[src/hw/nn_defs.svh]
`ifndef NN_DEFS_SVH
`define NN_DEFS_SVH

// width of every activation, weight, bias and internal sum.
`define NN_DATA_WIDTH 16

// number of activations feeding each hidden neuron.
`define NN_INPUTS 10

// weights and bias of hidden neuron 0.
`define HID0_W0 (-16'sd141)
`define HID0_W1 (16'sd228)
`define HID0_W2 (16'sd541)
`define HID0_W3 (16'sd430)
`define HID0_W4 (16'sd564)
`define HID0_W5 (16'sd932)
`define HID0_W6 (-16'sd239)
`define HID0_W7 (-16'sd377)
`define HID0_W8 (16'sd629)
`define HID0_W9 (-16'sd226)

// the negative bias keeps neuron 0 silent for an all-zero input.
`define HID0_BIAS (-16'sd89)

// hidden neuron 1 has a second set of mixed-sign weights.
`define HID1_W0 (16'sd312)
`define HID1_W1 (-16'sd187)
`define HID1_W2 (16'sd95)
`define HID1_W3 (-16'sd420)
`define HID1_W4 (16'sd268)
`define HID1_W5 (16'sd143)
`define HID1_W6 (-16'sd356)
`define HID1_W7 (16'sd77)
`define HID1_W8 (16'sd505)
`define HID1_W9 (-16'sd64)

// a positive bias, so neuron 1 wins when no input is active.
`define HID1_BIAS (16'sd120)

`endif
[src/hw/nnPkg.sv]
`default_nettype none

`include "nn_defs.svh"

package nnPkg;

	// one activation or neuron score.
	// two's complement before the ReLU, non-negative after it.
	typedef logic [`NN_DATA_WIDTH-1:0] activation_t;

	// one weight or bias in two's complement.
	typedef logic [`NN_DATA_WIDTH-1:0] weight_t;

	// the bias-plus-products sum inside a neuron wraps modulo 2^16.
	typedef logic [`NN_DATA_WIDTH-1:0] accum_t;

	// index of the winning hidden neuron.
	typedef logic [0:0] classIdx_t;

endpackage

`default_nettype wire

[src/hw/pairClassifier.sv]
`default_nettype none

`include "nn_defs.svh"

module pairClassifier (
	input  logic               clk,
	input  logic               reset,
	input  nnPkg::activation_t act0,
	input  nnPkg::activation_t act1,
	input  nnPkg::activation_t act2,
	input  nnPkg::activation_t act3,
	input  nnPkg::activation_t act4,
	input  nnPkg::activation_t act5,
	input  nnPkg::activation_t act6,
	input  nnPkg::activation_t act7,
	input  nnPkg::activation_t act8,
	input  nnPkg::activation_t act9,
	output nnPkg::activation_t hidScore0,
	output nnPkg::activation_t hidScore1,
	output nnPkg::classIdx_t   classId,
	output nnPkg::activation_t classScore,
	output logic               noActivation
);

	// both neurons see the same vector on the same edge.
	reluNeuron #(
		.W0   (`HID0_W0),
		.W1   (`HID0_W1),
		.W2   (`HID0_W2),
		.W3   (`HID0_W3),
		.W4   (`HID0_W4),
		.W5   (`HID0_W5),
		.W6   (`HID0_W6),
		.W7   (`HID0_W7),
		.W8   (`HID0_W8),
		.W9   (`HID0_W9),
		.BIAS (`HID0_BIAS)
	) hidden0 (
		.clk   (clk),
		.reset (reset),
		.act0  (act0),
		.act1  (act1),
		.act2  (act2),
		.act3  (act3),
		.act4  (act4),
		.act5  (act5),
		.act6  (act6),
		.act7  (act7),
		.act8  (act8),
		.act9  (act9),
		.score (hidScore0)
	);

	reluNeuron #(
		.W0   (`HID1_W0),
		.W1   (`HID1_W1),
		.W2   (`HID1_W2),
		.W3   (`HID1_W3),
		.W4   (`HID1_W4),
		.W5   (`HID1_W5),
		.W6   (`HID1_W6),
		.W7   (`HID1_W7),
		.W8   (`HID1_W8),
		.W9   (`HID1_W9),
		.BIAS (`HID1_BIAS)
	) hidden1 (
		.clk   (clk),
		.reset (reset),
		.act0  (act0),
		.act1  (act1),
		.act2  (act2),
		.act3  (act3),
		.act4  (act4),
		.act5  (act5),
		.act6  (act6),
		.act7  (act7),
		.act8  (act8),
		.act9  (act9),
		.score (hidScore1)
	);

	// the decision lags the hidden scores by one edge.
	classDecide decide (
		.clk          (clk),
		.reset        (reset),
		.score0       (hidScore0),
		.score1       (hidScore1),
		.classId      (classId),
		.classScore   (classScore),
		.noActivation (noActivation)
	);

endmodule

`default_nettype wire

[src/hw/classDecide.sv]
`default_nettype none

module classDecide (
	input  logic               clk,
	input  logic               reset,
	input  nnPkg::activation_t score0,
	input  nnPkg::activation_t score1,
	output nnPkg::classIdx_t   classId,
	output nnPkg::activation_t classScore,
	output logic               noActivation
);

	import nnPkg::*;

	logic        oneWins;
	activation_t bestScore;
	logic        bothZero;

	// scores are past the ReLU, so an unsigned compare is correct.
	always_comb
	begin
		oneWins = (score1 > score0); // a tie goes to class 0.
		if (oneWins)
		begin
			bestScore = score1;
		end
		else
		begin
			bestScore = score0;
		end
		bothZero = (score0 == '0) && (score1 == '0);
	end

	always_ff @(posedge clk)
	begin
		if (reset)
		begin
			classId      <= '0;
			classScore   <= '0;
			noActivation <= 1'b0;
		end
		else
		begin
			classId      <= classIdx_t'(oneWins);
			classScore   <= bestScore;
			noActivation <= bothZero;
		end
	end

endmodule

`default_nettype wire

[src/hw/reluNeuron.sv]
`default_nettype none

`include "nn_defs.svh"

module reluNeuron #(
	parameter nnPkg::weight_t W0 = '0,
	parameter nnPkg::weight_t W1 = '0,
	parameter nnPkg::weight_t W2 = '0,
	parameter nnPkg::weight_t W3 = '0,
	parameter nnPkg::weight_t W4 = '0,
	parameter nnPkg::weight_t W5 = '0,
	parameter nnPkg::weight_t W6 = '0,
	parameter nnPkg::weight_t W7 = '0,
	parameter nnPkg::weight_t W8 = '0,
	parameter nnPkg::weight_t W9 = '0,
	parameter nnPkg::weight_t BIAS = '0
) (
	input  logic               clk,
	input  logic               reset,
	input  nnPkg::activation_t act0,
	input  nnPkg::activation_t act1,
	input  nnPkg::activation_t act2,
	input  nnPkg::activation_t act3,
	input  nnPkg::activation_t act4,
	input  nnPkg::activation_t act5,
	input  nnPkg::activation_t act6,
	input  nnPkg::activation_t act7,
	input  nnPkg::activation_t act8,
	input  nnPkg::activation_t act9,
	output nnPkg::activation_t score
);

	import nnPkg::*;

	localparam weight_t Weights [`NN_INPUTS] = '{
		W0,
		W1,
		W2,
		W3,
		W4,
		W5,
		W6,
		W7,
		W8,
		W9
	};

	activation_t actReg [`NN_INPUTS]; // captured inputs of stage 1.
	accum_t      products [`NN_INPUTS];
	accum_t      sumNext;
	accum_t      sumReg; // wrapped sum of stage 2.

	// each product keeps only its low bits, which are the same for signed
	// and unsigned operands.
	always_comb
	begin
		for (int i = 0; i < `NN_INPUTS; i++)
		begin
			products[i] = accum_t'(actReg[i] * Weights[i]);
		end
	end

	always_comb
	begin
		sumNext = accum_t'(BIAS);
		for (int i = 0; i < `NN_INPUTS; i++)
		begin
			sumNext = sumNext + products[i]; // wraps modulo 2^16.
		end
	end

	always_ff @(posedge clk)
	begin
		if (reset)
		begin
			for (int i = 0; i < `NN_INPUTS; i++)
			begin
				actReg[i] <= '0;
			end
		end
		else
		begin
			actReg[0] <= act0;
			actReg[1] <= act1;
			actReg[2] <= act2;
			actReg[3] <= act3;
			actReg[4] <= act4;
			actReg[5] <= act5;
			actReg[6] <= act6;
			actReg[7] <= act7;
			actReg[8] <= act8;
			actReg[9] <= act9;
		end
	end

	always_ff @(posedge clk)
	begin
		if (reset)
		begin
			sumReg <= '0;
		end
		else
		begin
			sumReg <= sumNext;
		end
	end

	// ReLU clamp on the registered sum.
	always_ff @(posedge clk)
	begin
		if (reset)
		begin
			score <= '0;
		end
		else if (sumReg[`NN_DATA_WIDTH-1])
		begin
			score <= '0; // a negative sum gives no activation.
		end
		else
		begin
			score <= activation_t'(sumReg);
		end
	end

endmodule

`default_nettype wire

[config.mk]
export PLATFORM = sky130hd
export DESIGN_NAME = pairClassifier
export DESIGN_NICKNAME = d
export VERILOG_FILES = /design/src/hw/nnPkg.sv /design/src/hw/pairClassifier.sv /design/src/hw/classDecide.sv /design/src/hw/reluNeuron.sv
export VERILOG_INCLUDE_DIRS = /design/src /design/src/hw
export SDC_FILE = /design/constraint.sdc
export NUM_CORES = 2
export LEC_CHECK = 0
export BUFFER_PORTS_ARGS = -buffer_cell sky130_fd_sc_hd__buf_2
export CORE_MARGIN = 2
export CORE_UTILIZATION = 33
export CTS_BUF_LIST = sky130_fd_sc_hd__clkbuf_8
export DETAILED_ROUTE_END_ITERATION = 10
export GPL_ROUTABILITY_DRIVEN = 0
export HOLD_SLACK_MARGIN = 0.1
export PLACE_DENSITY = 0.59
export SETUP_SLACK_MARGIN = 0.5
export SYNTH_ARGS = -nofsm -noshare
export SYNTH_HDL_FRONTEND = slang
export SYNTH_SLANG_ARGS = --single-unit
[constraint.sdc]
create_clock -name clk -period 22.7 [get_ports clk]
set_clock_uncertainty 0.15 [all_clocks]
set_input_delay 1.135 -clock clk [delete_from_list [all_inputs] [get_ports clk]]
set_output_delay 1.135 -clock clk [all_outputs]
set_load 0.005 [all_outputs]
== After elaboration in Yosys (flattened, before gate mapping) ==
Memories as Yosys holds them, arrays and structs flattened.
Index checks and enable logic that the tools add are counted.
Word-level totals
  bits in registers: 82
  RAM bits: 320
  input bits: 162
  output and inout bits: 50
  word-level logic and storage cells: 101
  memories kept: 2
Memories
  hidden0.actReg: words 10, bits a word 16, read ports 10, clocked after memory_dff 0, wr ports 10, line reluNeuron.sv:48  | activation_t actReg [`NN_INPUTS];
  hidden1.actReg: words 10, bits a word 16, read ports 10, clocked after memory_dff 0, wr ports 10, line reluNeuron.sv:48
Cells by class
  add/sub/neg operators: 20
  $mul: 20
  magnitude comparators: 1
  mux-type cells: 24
  bitwise logic cells: 20
  reductions and logical operators: 5
Operator list (count)
  16-bit two-way mux: 21
  16-bit adder: 18
  16-bit by 9-bit multiplier with 16-bit output (second input constant): 4
  16-bit by 10-bit multiplier with 16-bit output (second input constant): 3
  16-bit zero test: 2
  16-bit by 14-bit multiplier with 14-bit output (second input constant): 2
  16-bit by 7-bit multiplier with 16-bit output (second input constant): 2
  16-bit by 8-bit multiplier with 14-bit output (second input constant): 2
  1-bit bitwise OR: 20
  16-bit adder (first input constant): 1
  7-bit by 16-bit adder with 16-bit output (first input constant): 1
  16-bit > comparator: 1
  16-bit by 10-bit multiplier with 10-bit output (second input constant): 1
  16-bit by 15-bit multiplier with 15-bit output (second input constant): 1
  16-bit by 6-bit multiplier with 13-bit output (second input constant): 1
  16-bit by 6-bit multiplier with 14-bit output (second input constant): 1
  16-bit by 7-bit multiplier with 14-bit output (second input constant): 1
  16-bit by 8-bit multiplier with 15-bit output (second input constant): 1
  16-bit by 8-bit multiplier with 16-bit output (second input constant): 1
  2-bit OR reduction: 2
  1-bit two-way mux: 3
  1-bit logical AND: 1

== Logic depth before layout (Yosys ltp) ==
An unclocked memory read counts as a cell.
  depth after elaboration: 12
  gate-level depth with buffers: 45

== By module ==
A second synthesis with hierarchy kept.
Second synthesis, totals
  cells, all modules: 4195
  area, all modules: 44945.6 um^2
Modules (own cells, without submodules)
  reluNeuron (hidden0): instances 1, cells an instance 2103, area each 22340.2 um^2, seq. area each 3663.5 um^2
  reluNeuron (hidden1): instances 1, cells an instance 1984, area each 21490.6 um^2, seq. area each 3523.4 um^2
  classDecide: instances 1, cells an instance 108, area each 1114.8 um^2, seq. area each 360.3 um^2

== Least setup slack after synthesis ==
No wires, ideal clock.
  kind: register -> register
  start point: memory hidden0.actReg[0][153] in the netlist's numbering
  end point: register hidden0.sumReg[15]
  library setup time: 0.128 ns
  arrival time: 10.454 ns
  required time: 22.422 ns
  slack: 11.969 ns
  stages on the path, launching flop included: 40
  clock period less this slack: 10.731 ns
  cell sequence: dfxtp_1 > fa_1 > ha_1 > inv_1 > fa_1 > fa_1 > fa_1 > fa_1 > inv_1 > ha_1 > o21ai_0 > nand2b_1 > a21o_1 > a21oi_1 > xnor2_1 > fa_1 > fa_1 > inv_1 > (+4 left out) > fa_1 > inv_1 > fa_1 > inv_1 > fa_1 > inv_1 > fa_1 > xnor2_1 > xnor2_1 > xnor2_1 > xnor2_1 > xnor3_1 > xnor2_2 > xnor2_1 > xnor2_1 > xnor2_1 > xnor2_1 > nor2_1
RTL lines
  from (decl): line reluNeuron.sv:48
  to (signal assigned): line reluNeuron.sv:104  | sumReg <= sumNext;
  to (decl): line reluNeuron.sv:51  | accum_t sumReg;

==> results.cfg <==
[outcome]
status = finished, final reports clean

[clocking]
cts_root_buf = clkbuf_8
htree_num_levels = 2
cts_sinks = 235
clkTransAtPathRegs_ns = 0.06
cts_tree = yes
postCtsSetupBuffers = 0
clockBufferDepth = 3
numCtsBuffers = 43
cts_hold_buf = 0
clock_latency_ns = 0.67
postCtsResizedCells = 0

[yosys]
synth_edf_count = 0
synth_commonest_cells = 1,168 x inv_1, 785 x fa_1, 708 x ha_1, 268 x xnor2_1, 235 x dfxtp_1
ys_ff_latch = 235
yosys.area.top_type = fa_1
synthTopCellsByArea = fa_1 39%, ha_1 22%, dfxtp_1 12%
synth_top_area_share_pct = 39.2
ys_seq_area_share_pct = 11.7
ys_warn_count = 0
ys_types = 45
synth-async-reset-ratio_pct = 0
synth-main-ff-cell = dfxtp_1
synth_area_um2 = 40000
syn_area_per_cell_um2 = 10.5
synth.most_common_cell = inv_1
syn_inst = 3809

[worst_setup_path]
path_max_fanout = 8
cp_common_cell = fa_1
cpLargestDelayFamily = adder cells
cp-end-kind = flip-flop
cp_slowest_stage_delay_ns = 0.81
crit_slowest_cell = a2111oi_0
cp.buffers_inverters = 7
cp.arrival_ns = 12.63
critPathLaunchType = flip-flop
critical_path_class = reg -> reg
required_ns = 23.03

[route]
postRouteWirelength_mm = 115
dr.pass1.iters = 7
antenna_left = 0
vias = 25200
via_per_inst = 4.42
drt-initial-drc-count = 1324
drc = 0
wl_per_cell_um = 20.2

[sta]
slew_viol_final = 0
hold_viol_final = 0
fin_crit_ns = 12.29
tightest_slew_ns = 1.07
post-route-period-util_pct = 54.1
setup_violations = 0
slew_headroom_pct = 28.9
rsz0062_at_grt = false
tns_ns = 0
max_freq_ghz = 0.0814

[grt]
grt_pass1_wl_mm = 174
grt_max_degree = 89
antenna_found_initial = 4
grt_pass1_vias = 27600
track_usage_pct = 19.1
gr-total-overflow = 0

[job]
max_cap_viol_count = 0

[min_path]
hp-class = reg -> reg

[cells_and_area]
area_growth_pct = 10.3
drive_gt1_share_pct = 7.39
nets = 5710
final_cell_count_no_fill = 5701

[die]
die_h_um = 352
io_pins = 212
chipWidth_um = 352
num_rows = 127
start_util_pct = 33.3
core_um2 = 120000
fp.dieArea_um2 = 124000

[placement]
dp_cells = 5622
numPortBuffers = 204
hpwl_mm = 102
[state kept, by name, indices dropped and copies added (netlist names)]
name	count
decide.classId	1
hidden0.actReg	156
hidden0.score	15
hidden1.score	15
hidden0.sumReg	16
decide.classScore	15
hidden1.sumReg	16
decide.noActivation	1
[metal layers]
layer	share of wire (%)	track usage, %
met5	0	0
met4	5.0	8.22
met3	5.8	3.14
met2	46	31.2
met1	43	24.8
[metrics by stage]
stage / hold slack, ns / instance area (µm²) / util, % / worst slack (ns)
after CTS: 0.272 / 44200 / 36.8 / 10.52
final: 0.274 / 44200 / 36.8 / 10.41
after global placement: 0.262 / 43200 / 35.9 / 10.61
after detailed placement: 0.270 / 43200 / 35.9 / 10.56
after floorplan: 0.256 / 40100 / - / 11.97
after global routing: 0.283 / 44200 / 36.8 / 9.93
[cell families after synthesis]
logic type                 synth area share, %
other                                  0.00936
muxes                                    0.403
adders and majority gates                 61.4
buffers and inverters                     11.3
DFF                                       11.7
xor gates and xnor gates                  7.31
and+or+nand+nor                           4.99
AOI/OAI and AO/OA                         2.92
[cell type report]
type | instances | area [µm²]
flip-flops and latches | 235 | 4700
diodes | 2 | 5.00
repair buffers | 228 | 1210
fillers | 12100 | 76000
clock inverters | 26 | 290
multi-input cells | 2379 | 30800
inverters | 1168 | 4380
well taps | 1612 | 2020
clock buffers | 51 | 702
[placed cells by master (no fill, tap or decap), types with 9 or more instances in the layout]
master	n
nand2_1	17
inv_1	1178
o21a_1	16
nand2b_1	10
mux2i_1	15
clkbuf_8	52
xor2_1	54
nor3_1	13
a21o_1	35
xnor2_1	268
and2_1	31
buf_4	24
ha_1	708
nor4_1	9
nor2b_1	183
a21oi_1	70
buf_2	203
dfxtp_1	235
nor2_1	74
o21bai_1	23
fa_1	785
o21ai_0	19
[worst register-to-register path, delay by kind of cell, from the launching register on]
kind	cells	cell delay (ns)
adder cells (fa/ha/maj)	14	6.50
XOR/XNOR	11	2.82
AO/OA/AOI/OAI	3	1.21
flip-flops	1	0.75
buffers and inverters	7	0.38
AND/OR/NAND/NOR	2	0.31
[worst paths after layout]
path                    startpoint            endpoint  slack [ns]  cells after the start
min              hidden1.sumReg[4]    hidden1.score[4]        0.27                      1
max          hidden0.actReg[0][53]  hidden0.sumReg[15]       10.41                     37
min reg2reg      hidden1.sumReg[4]    hidden1.score[4]        0.27                      1
max reg2reg  hidden0.actReg[0][53]  hidden0.sumReg[15]       10.41                     37
Power is not shown: default switching activity piles up to over one toggle a cycle in this logic, so the estimate is an artifact.
